### src/rob_credit_counter.sv
`timescale 1ns/1ps

module rob_credit_counter #(
  parameter int MAX_CREDITS = 8
) (
  input  logic i_clk,
  input  logic i_reset_n,
  input  logic i_disp,
  input  logic i_commit,
  output logic o_disp_ok
);

  localparam int CNT_W = $clog2(MAX_CREDITS + 1);
  localparam logic [CNT_W-1:0] FULL = CNT_W'(MAX_CREDITS);

  logic [CNT_W-1:0] r_credits;

  always_ff @(posedge i_clk, negedge i_reset_n) begin
    if (!i_reset_n) begin
      r_credits <= FULL;
    end else begin
      case ({i_disp, i_commit})
        2'b10: begin
          if (r_credits != '0) begin
            r_credits <= r_credits - 1'b1;
          end
        end
        2'b01: begin
          if (r_credits != FULL) begin
            r_credits <= r_credits + 1'b1;
          end
        end
        default: ;  // Both or neither, no change
      endcase
    end
  end

  assign o_disp_ok = (r_credits != '0);

endmodule

### config.mk
export PLATFORM = sky130hd
export DESIGN_NAME = rob_credit_counter
export DESIGN_NICKNAME = d
export VERILOG_FILES = /design/src/rob_credit_counter.sv
export SDC_FILE = /design/constraint.sdc
export NUM_CORES = 1
export LEC_CHECK = 0
export BUFFER_PORTS_ARGS = -buffer_cell sky130_fd_sc_hd__buf_2
export CAP_MARGIN = 25
export CELL_PAD_IN_SITES_DETAIL_PLACEMENT = 1
export CELL_PAD_IN_SITES_GLOBAL_PLACEMENT = 2
export CORE_AREA = 2 2 39 41
export DETAILED_ROUTE_END_ITERATION = 12
export DIE_AREA = 0 0 41 43
export PLACE_DENSITY = 0.57
export SYNTH_ARGS = -nofsm -noshare
export SYNTH_HDL_FRONTEND = slang
export SYNTH_SLANG_ARGS = --single-unit
export TNS_END_PERCENT = 50
### constraint.sdc
create_clock -name i_clk -period 1.7 [get_ports i_clk]
set_input_delay 0.17 -clock i_clk [delete_from_list [all_inputs] [get_ports i_clk]]
set_output_delay 0.17 -clock i_clk [all_outputs]
set_load 0.05 [all_outputs]
Word level (Yosys, flattened, before mapping)
Index checks and enable logic that the tools add are counted.
- equal/unequal tests: 5
- reduce and logical (&&, ||, !) cells: 3
- muxes and demuxes: 3
- add/sub/neg operators: 2
- operators with widths (operator ; count):
    2-to-1 mux 4 bit ; 2
    case mux 4 bit (2 select lines) ; 1
    adder 4 x 1 -> 4 bit, second input constant ; 1
    != test 2 bit, second input constant ; 2
    != test 4 bit, second input constant ; 1
    nonzero test 4 bit ; 1
    subtractor 4 x 1 -> 4 bit, second input constant ; 1
    AND reduction 3 bit ; 1
    == test 2 x 1 -> 1 bit, second input constant ; 1
    == test 2 bit, second input constant ; 1
    nonzero test 2 bit ; 1
- bits in registers: 4
- output and inout port bits: 1

Logic depth before layout (Yosys ltp)
Gate-level depths: netlist (run 1).
- word-level depth: 3
- gate-level depth with buffers: 9

Least setup slack after synthesis (run 1)
OpenSTA, ideal clock, no wires.
- path kind: input to register
- from: input i_disp
- to: register r_credits[3]
- required time: 1.640 ns
- setup slack: 0.247 ns
- arrival: 1.392 ns
- path buffers: 2
- stages on the path: 7
- library setup time: 0.060 ns
- path through: buf_6 -> nand2b_1 -> clkbuf_2 -> maj3_2 -> a21oi_1 -> mux2i_1 -> o211a_1
- longest elaborated chain between the ends: 3
- elaborated cells on any way between the ends: 7
- classes of those cells: 4 x eq/ne; 1 x mux; 2 x reduce/logical
- RTL lines (what ; line ; source):
    start, declared ; 8 ; input logic i_disp,
    == test 2 x 1 -> 1 bit or == test 2 bit (tied branches) ; 22 ; case ({i_disp, i_commit})
    != test 2 bit (no line) or nonzero test 2 bit (tied branches) ; -- ;
    AND reduction 3 bit (no line) ; -- ;
    end signal, assigned ; 25 ; r_credits <= r_credits - 1'b1;
    end signal, assigned ; 30 ; r_credits <= r_credits + 1'b1;
    end, declared ; 16 ; logic [CNT_W-1:0] r_credits;
Several ways; a longest one is shown, not always the timed one.
A chain may end at the register's enable or synchronous reset.

Worst setup path after layout (run 1)
- from: register r_credits[0]
- to: output o_disp_ok
- longest elaborated chain between the ends: 1
- RTL lines (what ; line ; source):
    nonzero test 4 bit ; 38 ; assign o_disp_ok = (r_credits != '0);
    end, declared ; 10 ; output logic o_disp_ok
No other way between the ends.

==> results of run 1 <==
## layout make-up
cell class | count | area, um2 | share of cell area
Timing Repair Buffer | 5 | 30.0 | 0.0795
Tap cell | 16 | 20.0 | 0.0530
Sequential cell | 4 | 101 | 0.268
Multi-Input combinational cell | 29 | 200 | 0.530
Clock buffer | 4 | 26.3 | 0.0695
## layer usage
layer | vias up | part of all wire | global-route usage
li1 | 134 | - | -
met4 | 0 | 0 | 0.0800
met5 | - | 0 | 0
met2 | 2 | 0.49 | 0.116
met1 | 114 | 0.49 | 0.101
met3 | 0 | 0.017 | 0.0314
## worst max-delay path by stage
stage	startpoint	to
after global routing	r_credits[0]	o_disp_ok
after global placement	i_disp	r_credits[3]
final	r_credits[0]	o_disp_ok
after detailed placement	i_disp	r_credits[3]
after floorplan	i_disp	r_credits[3]
after CTS	r_credits[0]	o_disp_ok
## logic make-up after synthesis
logic type | after synthesis | synth area share
adders and majority gates | 3 | 0.116
DFF | 4 | 0.324
and+or+nand+nor | 14 | 0.204
buffers and inverters | 2 | 0.0520
xor gates and xnor gates | 5 | 0.140
AOI/OAI and AO/OA | 6 | 0.132
muxes | 1 | 0.0320
## through the flow
stage	utilization	setup WS, ps	std cells
2_1_floorplan	-	247	35
3_3_place_gp	0.243	136	53
3_5_place_dp	0.243	91.4	53
4_1_cts	0.269	95.9	58
5_1_grt	0.273	142	58
6_report	0.273	258	58
## power groups by stage
| stage | Clock (W) | Combinational [W] | Sequential [W] |
|---|---|---|---|
| after global placement | 0 | 0.000338 | 0.000217 |
| after CTS | 0.000135 | 0.000351 | 0.000218 |
| after detailed placement | 0 | 0.000347 | 0.000220 |
| final | 0.000127 | 0.000342 | 0.000224 |
| after floorplan | 0 | 0.000285 | 0.000204 |
| after global routing | 0.000148 | 0.000393 | 0.000228 |
## what timing repair did
action                     CTS  global route
hold endpoints to repair     4             0
hold buffers                 1             0
gates resized for setup      0             1
setup endpoints to repair    0             1
setup buffers                0             0
## placed cells by master (no fill, tap or decap), types with 2 or more instances in the layout
cell type  instances
nand2_1            8
buf_2              4
xor2_1             3
a21oi_1            3
clkbuf_4           3
dfrtp_1            3
nand2b_1           2
xnor2_1            2
ha_1               2
==> results.json, run 1 <==
{
  "r2r-end": "r_credits[3]",
  "clockPowerShare": 0.184,
  "synth_top_area_frac": 0.240,
  "cp_cell_sequence": "nor3_2 -> nand2b_1 -> buf_2",
  "final_cell_area_um2": 378,
  "wl_um": 578,
  "cts_max_level": 1,
  "start_util": 0.226,
  "core_area_um2": 1380,
  "cts-root-buf": "clkbuf_4",
  "status": "finished, final reports clean",
  "leakagePower_nw": 0.168,
  "cts_buffer_depth": 2,
  "setup_viol": 0,
  "cp.buffers_inverters": 1,
  "ys_warn_count": 0,
  "min_period_over_period": 0.848,
  "overflow": 0,
  "combPwrFrac": 0.493,
  "max_cap_viol_count": 0,
  "critical_path_class": "reg -> out",
  "fmax_ghz": 0.693,
  "clk_pin_slew_worst_paths_ps": 40,
  "drc": 0,
  "yosys.area.top_type": "dfrtp_1",
  "clock_latency_ps": 230,
  "layout-drive-gt1-share": 0.238,
  "routed_via_density": 4.31,
  "maxSlewHeadroom": 0.806,
  "max_slew.worst_pin.slew_ps": 290,
  "crit_cells": 3,
  "dr.pass1.iters": 2,
  "die_w_um": 41,
  "hold_path_class": "in -> async",
  "r2r-start": "r_credits[0]",
  "rrSetupSlack_ps": 260,
  "crit_arrival_ps": 1270,
  "largest_register_ffs": 4,
  "num_vias": 250,
  "ys_seq_area_frac": 0.324,
  "synthArstFlopShare": 1.00,
  "synth-edff-count": 0,
  "slowest_stage": "dfrtp_1",
  "slew_viol_final": 0,
  "num_rows": 14,
  "max_stage_delay_ps": 420,
  "synth_nets": 41,
  "reg_top3": "r_credits x4",
  "die_area_um2": 1760,
  "dieHeight_um": 43,
  "cts_buffers": 3,
  "grt_antenna_before_repair": 0,
  "tns_ps": 0,
  "hpwl_um": 470,
  "ys_ff_latch": 4,
  "grt_pass1_wl_um": 979,
  "wl_per_cell_um": 9.97,
  "seqPwrFrac": 0.323,
  "r2r_cells": 4,
  "power_density_nw_per_um2": 1830,
  "drt_iter0_drc": 4,
  "synth_area_leaders": "dfrtp_1 (24%), nand2_1 (9.6%), dfstp_2 (8.4%), xor2_1 (8.4%), ha_1 (8.0%)",
  "switching_share": 0.416,
  "top_register": "r_credits",
  "port_buffers": 4,
  "internal_power_w": 0.000405,
  "insertedDiodeCount": 0,
  "postPlaceCellArea_um2": 337,
  "synth_ff_type": "dfrtp_1",
  "netlist_area_um2": 313,
  "cp-start-kind": "register",
  "synth_top_cells_by_count": "nand2_1 (8), a21oi_1 (3), dfrtp_1 (3), xor2_1 (3)",
  "peakVddDrop_uv": 557,
  "ios": 5,
  "final_hold_viol_count": 0,
  "skew_ps": 5.65,
  "hold_slack_ps": 263,
  "fin_nets": 49,
  "grt_usage": 0.0868,
  "grt_max_degree": 8,
  "timing.final.crit_period_ps": 1440,
  "netlist_instances": 35,
  "ant_nets": 0,
  "crit_fanout": 4,
  "required_ps": 1530,
  "postSynthAreaPerCell_um2": 8.94,
  "cts.sinks": 4,
  "gp_congestion": 0.734,
  "cp_top_family": "flip-flops",
  "syn_to_final_growth_pct": 20.8,
  "cts_tree": "done",
  "rsz0062_at_grt": "no",
  "grt_pass1_vias": 266,
  "report.power.total_w": 0.000693,
  "end_kind": "output pin",
  "netlist-cell-type-count": 18,
  "num-fill-cells": 174,
  "yosys.cell_count.top_type": "nand2_1",
  "p_sw_w": 0.000288
}
Power figures use the tool's default switching activity.
==> run 2, diff against run 1 <==
PLACE_DENSITY = 0.59   (was 0.57)
clock period = 1.3 ns   (was 1.7 ns; I/O delays follow)
==> run 2 against run 1 <==
The flow now finishes with violations (setup timing). Worst setup slack worse by 390 ps. Clock skew grew 1.9 ps. Sequential cell count stayed put. Utilization increased by 7.3 points. Via count grew 12%. Clock-buffer cell count stayed put. Global-route usage up 1.3 points. Critical path type is now reg -> reg. Largest cell class unchanged. Largest power group unchanged. Highest routed layer unchanged.
==> results.json, run 2 (synthesis results as in run 1) <==
{
  "drc": 0,
  "syn_to_final_growth_pct": 53.2,
  "max_stage_delay_ps": 380,
  "drt_iter0_drc": 2,
  "crit_arrival_ps": 1610,
  "fin_nets": 55,
  "largest_register_ffs": 4,
  "insertedDiodeCount": 0,
  "leakagePower_nw": 0.213,
  "reg_top3": "r_credits x4",
  "grt_pass1_wl_mm": 1.12,
  "setup_ws_ps": -135,
  "num_vias": 279,
  "end_kind": "register",
  "clk_pin_slew_worst_paths_ps": 40,
  "maxSlewHeadroom": 0.809,
  "cts.sinks": 4,
  "die_area_um2": 1760,
  "routed_via_density": 4.36,
  "max_cap_viol_count": 0,
  "cp_cell_sequence": "buf_6 -> maj3_2 -> a21oi_4 -> mux2i_1 -> o211a_1",
  "status": "finished, violations left",
  "critical_path_class": "reg -> reg",
  "num_rows": 14,
  "core_area_um2": 1380,
  "wl_per_cell_um": 10.0,
  "violations": "setup timing",
  "wl_met1_um": 268,
  "ios": 5,
  "layout-drive-gt1-share": 0.438,
  "die_w_um": 41,
  "grt_max_degree": 7,
  "cts_buffers": 3,
  "ant_nets": 0,
  "top_register": "r_credits",
  "required_ps": 1470,
  "met2_length_um": 372,
  "fmax_ghz": 0.697,
  "gp_congestion": 0.662,
  "met3_length_um": 2,
  "skew_ps": 7.53,
  "hold_slack_ps": 220,
  "timing.final.crit_period_ps": 1440,
  "r2r_cells": 5,
  "cts_buffer_depth": 2,
  "cp-start-kind": "register",
  "final_hold_viol_count": 0,
  "slowest_stage": "dfrtp_1",
  "hold_path_class": "in -> async",
  "hpwl_um": 552,
  "port_buffers": 4,
  "grt_usage": 0.0998,
  "grt_antenna_before_repair": 0,
  "max_slew.worst_pin.slew_ps": 287,
  "dr.max_layer_used": "met3",
  "start_util": 0.226,
  "cts_tree": "done",
  "min_period_over_period": 1.10,
  "most-common-layout-cells": "nand2_1 (8), buf_4 (5)",
  "peakVddDrop_uv": 865,
  "mostFrequentLayoutCell": "nand2_1",
  "cts_max_level": 1,
  "power_density_nw_per_um2": 2460,
  "grt_pass1_vias": 280,
  "dieHeight_um": 43,
  "slew_viol_final": 0,
  "dr.pass1.iters": 2,
  "overflow": 0,
  "cts-root-buf": "clkbuf_4",
  "crit_fanout": 3,
  "clock_latency_ps": 240,
  "setup_viol": 2,
  "post-place-ws_ps": -58.4,
  "rsz0062_at_grt": "yes",
  "wl_um": 643,
  "postLayoutCoreUtil": 0.346
}
## run 2: cell count changes in the layout (fill, tap and decap cells not counted), sizes merged
| cell | delta |
|---|---|
| buf | +6 |
## run 2: path summary, 6_finish.rpt
path | startpoint | endpoint | slack, ps
max | r_credits[1] | r_credits[3] | -140
min | i_reset_n | r_credits[1] | 220
max reg2reg | r_credits[1] | r_credits[3] | -140
min reg2reg | r_credits[1] | r_credits[1] | 610
max in group asynchronous | i_reset_n | r_credits[3] | 870
min in group i_clk | i_disp | r_credits[3] | 320
## run 2: area by class of cell
class | instances | area (um2)
fill | 162 | 905
multi-input combinational | 29 | 246
sequential | 4 | 101
timing repair buffer | 11 | 85.1
clock buffer | 4 | 26.3
tap | 16 | 20.0
## run 2: routing by layer
layer  global-route usage  vias to the layer above
li1                     -                      147
met1                0.111                      130
met2                0.147                        2
met3               0.0314                        0
met4               0.0800                        0
met5                    0                        -
## run 2: worst max-delay path: cells and delay by family (launching register included)
kind | cells | cell delay (ps)
buffers and inverters | 1 | 130
AO/OA/AOI/OAI | 2 | 310
adder cells (fa/ha/maj) | 1 | 340
flip-flops | 1 | 380
multiplexers | 1 | 200
## run 2: stage by stage
stage | cell area (um2) | cells | total power, W | setup TNS (ps)
after floorplan | 354 | 35 | 0.000713 | -60.8
after global placement | 403 | 58 | 0.000870 | -42.1
after detailed placement | 403 | 58 | 0.000886 | -58.4
after CTS | 473 | 65 | 0.00116 | -211
after global routing | 479 | 64 | 0.00129 | -336
final | 479 | 64 | 0.00118 | -144
## run 2: report_power, final
part / internal (W) / switching [W]
registers: 0.000203 / 0.0000855
clock network: 0.000115 / 0.0000510
logic: 0.000393 / 0.000331
## run 2: what timing repair did
item                       4_1_cts  5_1_grt
resized for setup                5        2
hold buffers                     1        0
hold endpoints to repair         4        0
pin swaps                        4        5
setup endpoints to repair        3        5
setup buffers                    2        0
==> run 3, diff against run 2 <==
BUFFER_PORTS_ARGS = -buffer_cell sky130_fd_sc_hd__buf_4   (was -buffer_cell sky130_fd_sc_hd__buf_2)
==> run 3 against run 2 <==
Largest power group unchanged. Non-clock buffer count is 2 higher. Wire length is 16% higher. Register-to-register slack better by 60 ps. Maximum frequency is 4.4% higher. Design area is 2.6% higher. Sequential cell count stayed put. The run still ends with setup timing left. Sequential power is 1% lower. Clock-buffer cell count stayed put. Clock power hardly changed. Sequential share of layout area is 0.54 points lower.
==> results.json, run 3 (synthesis results as in run 1) <==
{
  "skew_ps": 2.04,
  "cts.sinks": 4,
  "setup_ws_ps": -74.1,
  "grt_pass1_wl_mm": 1.19,
  "die_area_um2": 1760,
  "peakVddDrop_uv": 788,
  "slew_viol_final": 0,
  "maxSlewHeadroom": 0.798,
  "routed_via_density": 4.58,
  "crit_fanout": 3,
  "most-common-layout-cells": "buf_4 (10), nand2_1 (8)",
  "grt_max_degree": 7,
  "final_cell_area_um2": 492,
  "fmax_ghz": 0.728,
  "rsz0062_at_grt": "yes",
  "ant_nets": 0,
  "cts_buffer_depth": 2,
  "dp.cells": 58,
  "grt_pass1_vias": 311,
  "cts_tree": "done",
  "num_vias": 302,
  "mostFrequentLayoutCell": "buf_4",
  "critical_path_class": "reg -> reg",
  "status": "finished, violations left",
  "cts-root-buf": "clkbuf_4",
  "drt_iter0_drc": 3,
  "clock_latency_ps": 230,
  "required_ps": 1470,
  "hpwl_um": 604,
  "dr.pass1.iters": 2,
  "slowest_stage": "dfrtp_1",
  "num_rows": 14,
  "postPlaceCellArea_um2": 413,
  "overflow": 0,
  "setup_viol": 3,
  "syn_to_final_growth_pct": 57.2,
  "cp-start-kind": "register",
  "cp_cell_sequence": "maj3_2 -> a21oi_2 -> mux2i_1 -> o211a_1",
  "cts_max_level": 1,
  "max_stage_delay_ps": 400,
  "grt_usage": 0.103,
  "insertedDiodeCount": 0,
  "reg_top3": "r_credits x4",
  "start_util": 0.226,
  "wl_per_cell_um": 11.3,
  "fin_nets": 57,
  "ios": 5,
  "fin_cells": 66,
  "gr-usage-met3": 0.0157,
  "wl_um": 746,
  "report.power.total_w": 0.00119,
  "violations": "setup timing",
  "min_period_over_period": 1.06,
  "clk_pin_slew_worst_paths_ps": 40,
  "dieHeight_um": 43,
  "met2_usage": 0.184,
  "cts_buffers": 3,
  "die_w_um": 41,
  "top_register": "r_credits",
  "busiest_layer": "met2",
  "timing.final.crit_period_ps": 1370,
  "power_density_nw_per_um2": 2420,
  "gp_congestion": 0.689,
  "postLayoutCoreUtil": 0.355,
  "final_hold_viol_count": 0,
  "drc": 0,
  "crit_arrival_ps": 1540,
  "largest_register_ffs": 4,
  "layout-drive-gt1-share": 0.480,
  "hold_path_class": "in -> async",
  "core_area_um2": 1380,
  "tns_ps": -164,
  "port_buffers": 4,
  "max_cap_viol_count": 0,
  "grt_util_met1": 0.101,
  "end_kind": "register",
  "grt_antenna_before_repair": 0,
  "max_slew.worst_pin.slew_ps": 301,
  "leakagePower_nw": 0.223
}
[run 3: metal layers]
layer	routed length [um]	up-vias
met5	0	-
met4	0	0
met3	4	0
met2	453	2
met1	289	151
li1	-	149
[run 3: critical path, delay by kind of cell, from the launching register on]
family	cells	cell delay, ps
AOI/OAI and AO/OA	2	350
adders and majority gates	1	350
DFF	1	400
muxes	1	210
[run 3: path summary, 6_finish.rpt]
check | start | cells after the start | to | slack [ps]
worst min register to register | r_credits[2] | 2 | r_credits[2] | 570
worst max register to register | r_credits[0] | 4 | r_credits[3] | -70
max in group asynchronous | i_reset_n | 2 | r_credits[3] | 880
worst min-delay path | i_reset_n | 2 | r_credits[1] | 230
min in group i_clk | i_commit | 4 | r_credits[3] | 350
worst max-delay path | r_credits[0] | 4 | r_credits[3] | -70
[run 3: power by group]
group,switching [W],total [W],internal [W]
sequential,0.0000812,0.000285,0.000204
combinational,0.000336,0.000741,0.000406
clock,0.0000500,0.000165,0.000115
[run 3: stage by stage]
stage / worst slack, ps / hold slack, ps
after CTS: -83.8 / 220
after global routing: -126 / 236
after detailed placement: -90.5 / -70.7
after global placement: -24.8 / -71.8
final: -74.1 / 227
after floorplan: -60.8 / -166
[run 3: final cells by class]
class | instances | area, um2
Fill cell | 168 | 892
Multi-Input combinational cell | 29 | 236
Timing Repair Buffer | 13 | 108
Sequential cell | 4 | 101
Clock buffer | 4 | 26.3
Tap cell | 16 | 20.0
[run 3: repair_timing]
item / CTS / global route
endpoints found under the setup margin: 2 / 3
gates resized for setup: 5 / 0
hold endpoints to repair: 4 / 0
buffers inserted: 3 / 0
hold buffers: 1 / 0
pin swaps: 4 / 3
