--- config.mk ---
export PLATFORM = sky130hd
export DESIGN_NAME = exec_pipe
export DESIGN_NICKNAME = d
export VERILOG_FILES = /design/src/rob_pkg.sv /design/src/exec_pipe.sv
export SDC_FILE = /design/constraint.sdc
export NUM_CORES = 1
export LEC_CHECK = 0
export ABC_AREA = 1
export BUFFER_PORTS_ARGS = -buffer_cell sky130_fd_sc_hd__buf_2
export CAP_MARGIN = 20
export CORE_MARGIN = 2
export CORE_UTILIZATION = 45
export CTS_BUF_LIST = sky130_fd_sc_hd__clkbuf_4 sky130_fd_sc_hd__clkbuf_8
export CTS_CLUSTER_SIZE = 8
export DETAILED_ROUTE_END_ITERATION = 10
export GPL_TIMING_DRIVEN = 0
export PLACE_DENSITY_LB_ADDON = 0.3
export SLEW_MARGIN = 20
export SYNTH_ARGS = -nofsm -noshare
export SYNTH_HDL_FRONTEND = slang
export SYNTH_SLANG_ARGS = --single-unit
--- constraint.sdc ---
create_clock -name i_clk -period 2.2 [get_ports i_clk]
set_clock_uncertainty 0.2 [all_clocks]
set_input_delay 0.22 -clock i_clk [delete_from_list [all_inputs] [get_ports i_clk]]
set_output_delay 0.22 -clock i_clk [all_outputs]
set_load 0.02 [all_outputs]
--- src/rob_pkg.sv ---
package rob_pkg;

  localparam int DISP_SIZE      = 2;
  localparam int CMT_ENTRY_SIZE = 8;
  localparam int CMT_ENTRY_W    = 3;
  localparam int CMT_ID_W       = CMT_ENTRY_W + 1;  // Extra wrap bit
  localparam int SLOT_W         = 1;
  localparam int VADDR_W        = 32;
  localparam int RD_W           = 6;

  localparam logic [VADDR_W-1:0] TRAP_VADDR = '0;

  typedef enum logic [2:0] {
    NONE          = 3'd0,
    INST_MISALIGN = 3'd1,
    ILLEGAL_INST  = 3'd2,
    ECALL         = 3'd3,
    LOAD_FAULT    = 3'd4
  } except_t;

  typedef struct packed {
    logic            valid;
    logic            rd_valid;
    logic [RD_W-1:0] rd_tag;
  } disp_slot_t;

  typedef struct packed {
    logic [VADDR_W-1:0]             pc;  // Word aligned
    disp_slot_t [DISP_SIZE-1:0]     slot;
  } disp_grp_t;

  typedef struct packed {
    logic                valid;
    logic [CMT_ID_W-1:0] cmt_id;
    logic [SLOT_W-1:0]   slot;
    logic                except_valid;
    except_t             except_type;
    logic                br_taken;
    logic [VADDR_W-1:0]  br_target;
  } exec_op_t;

  typedef struct packed {
    logic                valid;
    logic [CMT_ID_W-1:0] cmt_id;
    logic [SLOT_W-1:0]   slot;
    logic                except_valid;
    except_t             except_type;
    logic                br_taken;
    logic [VADDR_W-1:0]  br_target;
  } done_rpt_t;

  typedef struct packed {
    logic                          commit;
    logic [CMT_ID_W-1:0]           cmt_id;
    logic [DISP_SIZE-1:0]          grp_id;
    logic                          all_dead;
    logic [DISP_SIZE-1:0]          dead_id;
    logic                          upd_pc_valid;
    logic [VADDR_W-1:0]            upd_pc_vaddr;
    logic [DISP_SIZE-1:0]          except_valid;
    except_t                       except_type;
    logic [VADDR_W-1:0]            epc;
    logic [DISP_SIZE-1:0]          rd_valid;
    logic [DISP_SIZE-1:0][RD_W-1:0] rd_tag;
  } commit_t;

endpackage

--- src/exec_pipe.sv ---
`timescale 1ns/1ps

module exec_pipe #(
  parameter int LATENCY = 1
) (
  input  logic               i_clk,
  input  logic               i_reset_n,
  input  rob_pkg::exec_op_t  i_issue,
  output logic               o_issue_ready,
  output logic               o_req,
  output rob_pkg::done_rpt_t o_rpt,
  input  logic               i_grant
);

  rob_pkg::exec_op_t  r_op [LATENCY];  // Last stage is the hold register
  logic [LATENCY-1:0] r_vld;
  logic               w_stall;

  assign w_stall       = r_vld[LATENCY-1] & ~i_grant;
  assign o_issue_ready = ~w_stall;
  assign o_req         = r_vld[LATENCY-1];

  always_ff @(posedge i_clk, negedge i_reset_n) begin
    if (!i_reset_n) begin
      r_vld <= '0;
    end else if (!w_stall) begin
      r_vld[0] <= i_issue.valid;
      for (int k = 1; k < LATENCY; k++) begin
        r_vld[k] <= r_vld[k-1];
      end
    end
  end

  always_ff @(posedge i_clk) begin
    if (!w_stall) begin
      r_op[0] <= i_issue;
      for (int k = 1; k < LATENCY; k++) begin
        r_op[k] <= r_op[k-1];
      end
    end
  end

  always_comb begin
    o_rpt.valid        = r_vld[LATENCY-1];
    o_rpt.cmt_id       = r_op[LATENCY-1].cmt_id;
    o_rpt.slot         = r_op[LATENCY-1].slot;
    o_rpt.except_valid = r_op[LATENCY-1].except_valid;
    o_rpt.except_type  = r_op[LATENCY-1].except_type;
    o_rpt.br_taken     = r_op[LATENCY-1].br_taken & ~r_op[LATENCY-1].except_valid;
    o_rpt.br_target    = r_op[LATENCY-1].br_target;
  end

endmodule

# --- Word-level counts from Yosys, hierarchy flattened ---
# Memory sizes are Yosys's and may differ from the RTL's.
# Cells that the tools add are included.
totals:
  reg_bits: 1
  ram_bits: 43
  in_bits: 46
  output_inout_bits: 45
  elab_cells: 8
  n_memories: 1
op_classes:
  muxes: 1
  bitwise: 5
mem_list:
  columns: ["name", "words", "word_bits", "read_ports", "rd_ports_with_merged_regs", "wr", "line", "text"]
  rows:
  - ["r_op", 1, 43, 1, 0, 1, "exec_pipe.sv:15", "rob_pkg::exec_op_t r_op [LATENCY];"]
ops:
  columns: ["operator", "n"]
  rows:
  - ["inverter 1 bit", 3]
  - ["bitwise AND 1 bit", 2]
  - ["2-to-1 mux 1 bit", 1]

# --- Logic depth before layout (Yosys ltp) ---
# Gate-level depths: netlist (run 1).
depth:
  word_depth: 3
  ltp_mapped: 3
  mapped_depth_nobuf: 3

# --- Worst setup path after synthesis (run 1) ---
# Ideal clock, no wire load.
synth_timing:
  kind: "reg2reg"
  start: "reg r_vld, in the netlist o_req"
  end: "mem r_op[0][0] (netlist name) (enable)"
  setup_ps: 381
  arrival_ps: 1049
  required_ps: 1619
  path_slack_ps: 570
  path_stages_with_launch: 2
  path_buffers: 0
  period_less_slack_ps: 1630
  path_cell_list: "dfrtp_1 > nand2_2"
synth_between:
  elab_chain_len: 2
synth_lines:
  columns: ["item", "line", "text"]
  rows:
  - ["start, declared", "exec_pipe.sv:16", "logic [LATENCY-1:0] r_vld;"]
  - ["start signal, assigned by index", "exec_pipe.sv:29", "r_vld[k] <= r_vld[k-1];"]
  - ["bitwise AND 1 bit", "exec_pipe.sv:19", "assign w_stall = r_vld[LATENCY-1] & ~i_grant;"]
  - ["2-to-1 mux 1 bit (implied by the code)", "exec_pipe.sv:36", "r_op[0] <= i_issue;"]
  - ["end, declared", "exec_pipe.sv:15", null]
# Every way passes these cells.

# --- Final worst setup path (run 1) ---
layout_timing:
  start: "reg r_vld, in the netlist o_req"
  end: "mem r_op[0][4] (netlist name) (enable)"
# The elaborated chain is that of the path after synthesis.

==> results of run 1 <==
[state kept, by name (all words and copies together) (netlist names)]
register  count
r_op         42
o_req         1
[layout make-up]
type                       count  share of cell area [%]
sequential                    43                    48.6
inverter                       3                   0.425
clock buffer                   5                    1.42
tap                           46                    2.17
clock inverter                 3                   0.756
timing repair buffer         135                    34.0
multi-input combinational      4                   0.756
buffer                        42                    11.9
[worst paths after layout]
kind,start,endpoint,slack (ns),cells after the start
min,i_issue[1],r_op[0][1],0.37,2
max in group asynchronous,i_reset_n,o_req,1.20,3
min in group asynchronous,i_reset_n,o_req,0.50,3
max,o_req,r_op[0][4],0.46,1
max reg2reg,o_req,r_op[0][4],0.46,1
min reg2reg,o_req,o_req,1.01,2
[placed cells by master (no fill, tap or decap)]
| master | n |
|---|---|
| buf_2 | 90 |
| dlygate4sd3_1 | 45 |
| buf_4 | 42 |
| edfxtp_1 | 42 |
| clkbuf_4 | 5 |
| inv_1 | 2 |
| nand2_2 | 2 |
| clkinvlp_4 | 2 |
| nor2_1 | 1 |
| inv_2 | 1 |
| nand2_1 | 1 |
| clkinv_2 | 1 |
| dfrtp_1 | 1 |
[cell families (layout without fill, tap and decap cells)]
kind of cell  count (synthesis)  in the layout
buf+inv                      45            188
flops                        43             43
simple gates                  4              4
[repair_timing]
item,in CTS,in global routing
resized for setup,0,0
hold endpoints to repair,44,0
hold buffers,45,0
[metal layers]
| layer | vias to the layer above | GRT usage (%) | share of wire, % |
|---|---|---|---|
| li1 | 559 | - | - |
| met1 | 515 | 18.3 | 37 |
| met2 | 59 | 30.5 | 53 |
| met3 | 4 | 6.87 | 9.0 |
| met4 | 0 | 5.59 | 0.78 |
| met5 | - | 0 | 0 |
[per-stage QoR]
stage               hold slack, ns  total power, W  util, %
floorplan                   -0.276         0.00117        -
global placement            -0.204         0.00126     62.7
detailed placement          -0.204         0.00127     62.7
CTS                          0.352         0.00170     77.5
global route                 0.347         0.00175     77.5
finish                       0.375         0.00169     77.5
[power breakdown]
part	leakage, nW	internal [W]	switching [W]
sequential	0.433	0.000967	0.0000163
combinational	0.768	0.000179	0.000151
clock	0.0272	0.000122	0.000251
==> impl_metrics.py, run 1 <==
metrics = {
    "status": {
        "status": "completed",
    },
    "global_routing": {
        "grt_usage_pct": 17.1,
        "grt_overflow": 0,
        "grt_start_max_net_pins": 44,
        "grt_pass1_vias": 1150,
        "antenna_found_initial": 0,
        "grt_pass1_wl_um": 5080,
    },
    "worst_setup_path": {
        "crit_family": "simple AND/OR/NAND/NOR gates",
        "crit_fanout": 43,
        "crit_path_end_kind": "register",
        "worstSetupStartpointType": "register",
        "crit_type": "reg2reg",
        "critPathArrivalTime_ns": 1.52,
        "crit_buf_inv": 0,
        "required_ns": 1.98,
        "crit_path_top_delay_cell": "nand2_2",
        "slowest_delay_ns": 0.71,
        "crit_chain": "nand2_2",
    },
    "clock_network": {
        "cts_inserted_buffers": 5,
        "htreeDepth": 2,
        "clk_pin_slew_ns": 0.12,
        "clk_latency_ns": 0.35,
        "clock-sinks": 43,
        "cts_tree": "done",
        "cts_root_buf": "clkbuf_4",
        "clock_path_buffers": 2,
        "cts_setup_buffers": 0,
    },
    "logic_synthesis": {
        "synthMuxAreaShare_pct": 0,
        "synth_cell_types": 8,
        "yosysSeqAreaShare_pct": 78.8,
        "synth_top_flop_cell": "edfxtp_1",
        "synth_warnings": 0,
        "yosys.area_share.xor_xnor_pct": 0,
        "synth_top_family_by_area": "buffers and inverters",
        "synth_edf_count": 42,
        "yosys-top-cells-area": "edfxtp_1 77%, buf_4 19%, dfrtp_1 1.5%",
        "netlist_top_cells_count": "42 x buf_4, 42 x edfxtp_1, 2 x inv_1, 2 x nand2_2",
        "syn_area_per_cell_um2": 17.7,
        "synthArstFlopShare_pct": 2.33,
        "synth_top_cell_area_share_pct": 77.2,
        "synth_adder_area_share_pct": 0,
        "synth_seq_cells": 43,
        "syn-cell-area_um2": 1630,
        "netlist_instances": 92,
        "synth_nets": 138,
        "synth_top_area_cell": "edfxtp_1",
        "yosys.area_share.simple_pct": 1.23,
        "synth_compound_area_share_pct": 0,
    },
    "sta": {
        "setup_viol": 0,
        "fmax_mhz": 576,
        "slew_headroom_pct": 36.2,
        "hold_viol": 0,
        "slew_violations": 0,
        "rsz0062_at_grt": "false",
        "setup_tns_ns": 0,
        "worst_pin_slew_ns": 0.954,
        "layout_min_cycle_time_ns": 1.74,
        "min_period_over_period_pct": 78.9,
        "worst_slack_ns": 0.465,
    },
    "route": {
        "drt-initial-drc-count": 30,
        "postRouteAntennaNets": 0,
        "wl_per_cell_um": 12.3,
        "via_count": 1137,
        "vias_per_cell": 4.05,
        "drt_wl_total_um": 3450,
        "drcViolationCount": 0,
        "drtPass1Iterations": 4,
    },
    "layout": {
        "antennaDiodeCount": 0,
        "layout.nets": 280,
        "area_delta_synth_final_pct": 62.2,
        "seq_area_um2": 1290,
        "fin_cells": 281,
        "final_cell_area_um2": 2650,
        "drive_gt1_share_pct": 60.9,
        "multi_input_area_um2": 20.0,
        "fill_cells": 233,
    },
    "die": {
        "initial_core_util_pct": 47.8,
        "die_width_um": 64.2,
        "num_rows": 21,
        "die_area_um2": 4130,
        "io_pins": 91,
        "dieHeight_um": 64.2,
        "core_area_um2": 3420,
    },
    "placed_design": {
        "dpl.cell_count": 228,
        "post-place-ws_ns": 0.460,
        "port_buffers": 90,
        "placed_area_um2": 2140,
        "gp_congestion": 0.667,
        "dp_hpwl_um": 1830,
    },
    "min_path": {
        "min_path_type": "in2reg",
    },
    "run": {
        "cap_violations": 0,
    },
    "pwr": {
        "p_per_area_nw_per_um2": 637,
        "vdd_drop_max_mv": 0.527,
        "p_leak_nw": 1.23,
    },
}
(Power assumes the default switching activity.)
==> run 2, diff against run 1 <==
--- a/config.mk
+++ b/config.mk
@@ -5,7 +5,7 @@
 export SDC_FILE = /design/constraint.sdc
 export NUM_CORES = 1
 export LEC_CHECK = 0
-export ABC_AREA = 1
+export ABC_AREA = 0
 export BUFFER_PORTS_ARGS = -buffer_cell sky130_fd_sc_hd__buf_2
 export CAP_MARGIN = 20
 export CORE_MARGIN = 2
==> constraint.sdc (replaced) <==
create_clock -name i_clk -period 1.7 [get_ports i_clk]
set_clock_uncertainty 0.2 [all_clocks]
set_input_delay 0.17 -clock i_clk [delete_from_list [all_inputs] [get_ports i_clk]]
set_output_delay 0.17 -clock i_clk [all_outputs]
set_load 0.02 [all_outputs]
==> run 2 against run 1 <==
Against the previous run: die area is 0.22% higher; sequential share of layout area is 0.14 points higher; sequential cell count stayed put; register-to-register slack worse by 0.24 ns; routed wire length is 1.8% lower; via count is 0.70% higher; hold slack worse by 0.042 ns; maximum frequency is 18% higher; power is 27% higher; synthesized cell count is 3.3% lower; largest power group unchanged.
==> impl_metrics.py, run 2 <==
metrics = {
    "status": {
        "status": "completed",
    },
    "layout": {
        "largest_register_ffs": 42,
        "layout_commonest_cell": "buf_2",
        "area_delta_synth_final_pct": 61.4,
        "antennaDiodeCount": 0,
        "layout.nets": 277,
        "largest-register": "r_op",
        "final_cell_mix": "90 x buf_2, 45 x dlygate4sd3_1, 42 x buf_4, 42 x edfxtp_1, 5 x clkbuf_4",
        "fill_cells": 209,
        "drive_gt1_share_pct": 60.6,
    },
    "route": {
        "vias_per_cell": 4.13,
        "drtPass1Iterations": 4,
        "via_count": 1145,
        "drt-initial-drc-count": 35,
        "drt_wl_total_um": 3390,
        "wl_per_cell_um": 12.2,
        "postRouteAntennaNets": 0,
        "drcViolationCount": 0,
    },
    "clock_network": {
        "clock_path_buffers": 2,
        "cts_root_buf": "clkbuf_4",
        "clk_latency_ns": 0.33,
        "cts_tree": "done",
        "htreeDepth": 2,
        "cts_resized": 0,
        "cts_setup_buffers": 0,
        "cts_inserted_buffers": 5,
        "cts_hold_buf": 45,
        "clk_pin_slew_ns": 0.11,
        "clock-sinks": 43,
    },
    "logic_synthesis": {
        "synth_top_cell_area_share_pct": 77.1,
        "syn-cell-area_um2": 1640,
        "netlist_instances": 89,
        "synth_top_area_cell": "edfxtp_1",
        "synthArstFlopShare_pct": 2.33,
        "synth_nets": 135,
        "yosys-top-cells-area": "edfxtp_1 77%, buf_4 19%, dfrtp_1 1.5%",
        "syn_area_per_cell_um2": 18.4,
        "synth_warnings": 0,
        "yosysSeqAreaShare_pct": 78.6,
        "synth_seq_cells": 43,
        "netlist_top_cells_count": "42 x buf_4, 42 x edfxtp_1",
        "synth_top_flop_cell": "edfxtp_1",
        "synth_edf_count": 42,
        "synth_cell_types": 7,
    },
    "sta": {
        "layout_min_cycle_time_ns": 1.48,
        "min_period_over_period_pct": 86.8,
        "setup_tns_ns": 0,
        "setup_viol": 0,
        "fmax_mhz": 678,
        "hold_viol": 0,
        "rsz0062_at_grt": "false",
        "slew_violations": 0,
        "slew_headroom_pct": 63.2,
        "worst_pin_slew_ns": 0.551,
    },
    "pwr": {
        "vdd_drop_max_mv": 0.674,
        "p_per_area_nw_per_um2": 809,
        "p_leak_nw": 1.22,
        "total_power_w": 0.00214,
    },
    "worst_setup_path": {
        "slowest_delay_ns": 0.46,
        "crit_fanout": 43,
        "required_ns": 1.48,
        "crit_path_top_delay_cell": "dfrtp_1",
        "critPathArrivalTime_ns": 1.25,
        "crit_family": "flip-flops",
        "crit_chain": "nand2b_4",
        "crit_buf_inv": 0,
        "crit_path_end_kind": "register",
        "worstSetupStartpointType": "register",
        "crit_type": "reg2reg",
    },
    "global_routing": {
        "antenna_found_initial": 0,
        "grtUsageMet1_pct": 19.0,
        "grt_start_max_net_pins": 44,
        "grt_pass1_vias": 1212,
        "use_met2_pct": 32.0,
        "grt_pass1_wl_um": 5350,
        "grt_usage_pct": 17.7,
        "busiest_layer": "met2",
        "grt_overflow": 0,
        "grtUsageMet3_pct": 4.58,
    },
    "min_path": {
        "min_path_type": "in2reg",
    },
    "placed_design": {
        "port_buffers": 90,
        "gp_congestion": 0.654,
    },
    "die": {
        "io_pins": 91,
        "die_width_um": 64.3,
        "die_area_um2": 4140,
        "core_area_um2": 3420,
        "dieHeight_um": 64.3,
        "num_rows": 21,
        "initial_core_util_pct": 47.9,
    },
    "run": {
        "cap_violations": 0,
    },
}
run 2: cell types whose count changed after synthesis:
cell	change
inv_1	-2
nand2_2	-2
inv_2	-1
nand2_1	-1
nand2b_1	+1
nand2b_2	+1
nand2b_4	+1
nor2_1	-1
nor2b_1	+1
run 2: final cells by class:
cell class | instances | area [µm²] | area share (%)
Buffer | 42 | 315 | 11.9
Sequential cell | 43 | 1290 | 48.7
Clock buffer | 5 | 37.5 | 1.42
Timing Repair Buffer | 135 | 901 | 34.1
Clock inverter | 2 | 8.76 | 0.332
Multi-Input combinational cell | 4 | 35.0 | 1.33
Tap cell | 46 | 57.6 | 2.18
run 2: through the flow:
step                      hold slack, ns  utilization (%)  worst slack [ns]  instances  cell area [µm²]
final                              0.333             77.3             0.224        277             2640
after global routing               0.325             77.3             0.134        277             2640
after CTS                          0.315             77.3             0.236        277             2640
after detailed placement          -0.253             62.8             0.247        225             2140
after global placement            -0.254             62.8             0.273        225             2140
after floorplan                   -0.326                -             0.273         89             1640
run 2: worst paths after layout:
| kind | slack, ns | start | end | cells past startpoint |
|---|---|---|---|---|
| max in group asynchronous | 0.72 | i_reset_n | o_req | 3 |
| min reg2reg | 0.80 | o_req | o_req | 2 |
| max | 0.22 | o_req | r_op[0][9] | 1 |
| min | 0.33 | i_grant | o_req | 3 |
| max reg2reg | 0.22 | o_req | r_op[0][9] | 1 |
| min in group asynchronous | 0.46 | i_reset_n | o_req | 3 |
run 2: cells by family after synthesis:
group                  synth area share [%]
and+or+nand+nor                        2.14
DFF                                    78.6
buffers and inverters                  19.3
run 2: per-layer routing:
metal	share of wire [%]	vias up
met1	37	521
met4	1.7	0
met5	0	-
li1	-	552
met3	8.1	7
met2	53	65
run 2: where the power goes:
| part | internal [W] | switching [W] | leakage [nW] |
|---|---|---|---|
| combinational | 0.000234 | 0.000193 | 0.759 |
| clock | 0.000147 | 0.000289 | 0.0285 |
| sequential | 0.00125 | 0.0000235 | 0.433 |
| total | 0.00163 | 0.000506 | 1.22 |
==> run 3, diff against run 2 <==
--- a/config.mk
+++ b/config.mk
@@ -14,7 +14,7 @@
 export CTS_CLUSTER_SIZE = 8
 export DETAILED_ROUTE_END_ITERATION = 10
 export GPL_TIMING_DRIVEN = 0
-export PLACE_DENSITY_LB_ADDON = 0.3
+export PLACE_DENSITY = 0.85
 export SLEW_MARGIN = 20
 export SYNTH_ARGS = -nofsm -noshare
 export SYNTH_HDL_FRONTEND = slang
==> run 3 against run 2 <==
Against the previous run: register-to-register slack lost 0.02 ns; critical path depth did not move; cell area grew 2.2%; combinational power grew 2%; sequential cell count unchanged; final cell count increased by 0.36%; power grew 17%; hold slack lost 0.023 ns; global-route usage rose by 2.8 points; setup slack got worse by 0.024 ns; utilization up 1.7 points; largest power group unchanged; highest routed layer unchanged.
==> impl_metrics.py, run 3 (synthesis results as in run 2) <==
metrics = {
    "worst_setup_path": {
        "crit_family": "flip-flops",
        "crit_type": "reg2reg",
        "required_ns": 1.48,
        "critPathArrivalTime_ns": 1.28,
        "crit_path_end_kind": "register",
        "crit_path_top_delay_cell": "dfrtp_1",
        "slowest_delay_ns": 0.47,
        "rr_worst_depth": 1,
        "crit_chain": "nand2b_4",
        "reg2reg_from": "o_req",
        "crit_buf_inv": 0,
        "crit_fanout": 43,
        "r2r_end": "r_op[0][12]",
        "rrSetupSlack_ns": 0.20,
        "worstSetupStartpointType": "register",
    },
    "sta": {
        "setup_tns_ns": 0,
        "setup_viol": 0,
        "slew_headroom_pct": 62.9,
        "fmax_mhz": 667,
        "worst_pin_slew_ns": 0.556,
        "worst_slack_ns": 0.200,
        "slew_violations": 0,
        "min_period_over_period_pct": 88.2,
        "hold_viol": 0,
        "hold_ws_ns": 0.310,
        "rsz0062_at_grt": "false",
        "layout_min_cycle_time_ns": 1.50,
    },
    "layout": {
        "layout_commonest_cell": "buf_2",
        "final_cell_mix": "90 x buf_2, 45 x dlygate4sd3_1, 42 x buf_4, 42 x edfxtp_1, 6 x clkbuf_4",
        "fill_cells": 194,
        "largest-register": "r_op",
        "drive_gt1_share_pct": 61.2,
        "largest_register_ffs": 42,
        "area_delta_synth_final_pct": 65.0,
        "fin_cells": 278,
        "layout.nets": 277,
        "antennaDiodeCount": 0,
    },
    "min_path": {
        "min-delay-start": "i_grant",
        "hold_end": "o_req",
        "whs_path_depth": 3,
        "min_path_type": "in2reg",
    },
    "pwr": {
        "total_power_w": 0.00251,
        "vdd_drop_max_mv": 0.721,
        "p_leak_nw": 1.25,
        "p_per_area_nw_per_um2": 928,
    },
    "placed_design": {
        "dpl.cell_count": 225,
        "gp_congestion": 0.651,
        "post-place-ws_ns": 0.235,
        "port_buffers": 90,
        "dp_hpwl_um": 1910,
    },
    "run": {
        "cap_violations": 0,
    },
    "route": {
        "top_layer_used": "met4",
        "met1Wirelength_um": 1470,
        "drt-initial-drc-count": 35,
        "drt_wl_total_um": 4030,
        "postRouteAntennaNets": 0,
        "drcViolationCount": 0,
        "dr_wl_met2_um": 2060,
        "routed-wl-met3_um": 395,
        "via_count": 1189,
        "wl_per_cell_um": 14.5,
        "drtPass1Iterations": 4,
        "vias_per_cell": 4.28,
    },
    "clock_network": {
        "cts_inserted_buffers": 5,
        "clock-sinks": 43,
        "cts_hold_buf": 45,
        "clk_pin_slew_ns": 0.12,
        "cts_setup_buffers": 0,
        "cts_resized": 0,
        "htreeDepth": 2,
        "cts_tree": "done",
        "cts_root_buf": "clkbuf_4",
        "clk_latency_ns": 0.34,
        "clock_path_buffers": 2,
    },
    "global_routing": {
        "grt_pass1_wl_um": 5870,
        "grt_overflow": 0,
        "antenna_found_initial": 0,
        "grt_pass1_vias": 1237,
        "grt_start_max_net_pins": 44,
        "grt_usage_pct": 20.5,
    },
    "status": {
        "status": "completed",
    },
    "die": {
        "initial_core_util_pct": 47.9,
        "num_rows": 21,
        "die_width_um": 64.3,
        "io_pins": 91,
        "die_area_um2": 4140,
        "dieHeight_um": 64.3,
        "core_area_um2": 3420,
    },
}
## run 3: changes by cell type in the layout (fill, tap and decap cells not counted)
cell / previous run / this run
bufinv_16: 0 / 2
clkbuf_4: 5 / 6
clkinv_1: 1 / 0
clkinv_2: 1 / 0
## run 3: cell type report
cell class | count | area, µm² | share of cell area [%]
Clock inverter | 2 | 60.1 | 2.22
Clock buffer | 6 | 45.0 | 1.67
Timing Repair Buffer | 135 | 901 | 33.4
Tap cell | 46 | 57.6 | 2.13
Sequential cell | 43 | 1290 | 47.6
Buffer | 42 | 315 | 11.7
Multi-Input combinational cell | 4 | 35.0 | 1.30
## run 3: power breakdown
group          internal, W  total, W  leakage (nW)  switching, W
Sequential         0.00125   0.00127         0.433     0.0000242
Clock             0.000475  0.000794        0.0559      0.000319
Combinational     0.000235  0.000438         0.759      0.000203
Total              0.00196   0.00251          1.25      0.000546
## run 3: layer usage
layer,global-route usage (%),vias to the layer above
met5,0,-
met4,12.0,0
met3,9.33,10
met2,34.0,78
met1,21.4,546
li1,-,555
## run 3: worst max path at each step
stage | endpoint | slack, ns | cells after the start | from
final | r_op[0][12] | 0.20 | 1 | o_req
after CTS | o_rpt[42] | 0.21 | 2 | o_req
after detailed placement | r_op[0][0] | 0.23 | 1 | o_req
after floorplan | r_op[0][0] | 0.27 | 1 | o_req
after global placement | r_op[0][0] | 0.25 | 1 | o_req
after global routing | r_op[0][5] | 0.14 | 1 | o_req
## run 3: per-stage QoR
step | util, % | area [µm²]
final | 79.0 | 2700
after global routing | 79.0 | 2700
after CTS | 79.0 | 2700
after detailed placement | 62.8 | 2140
after global placement | 62.8 | 2140
after floorplan | - | 1640
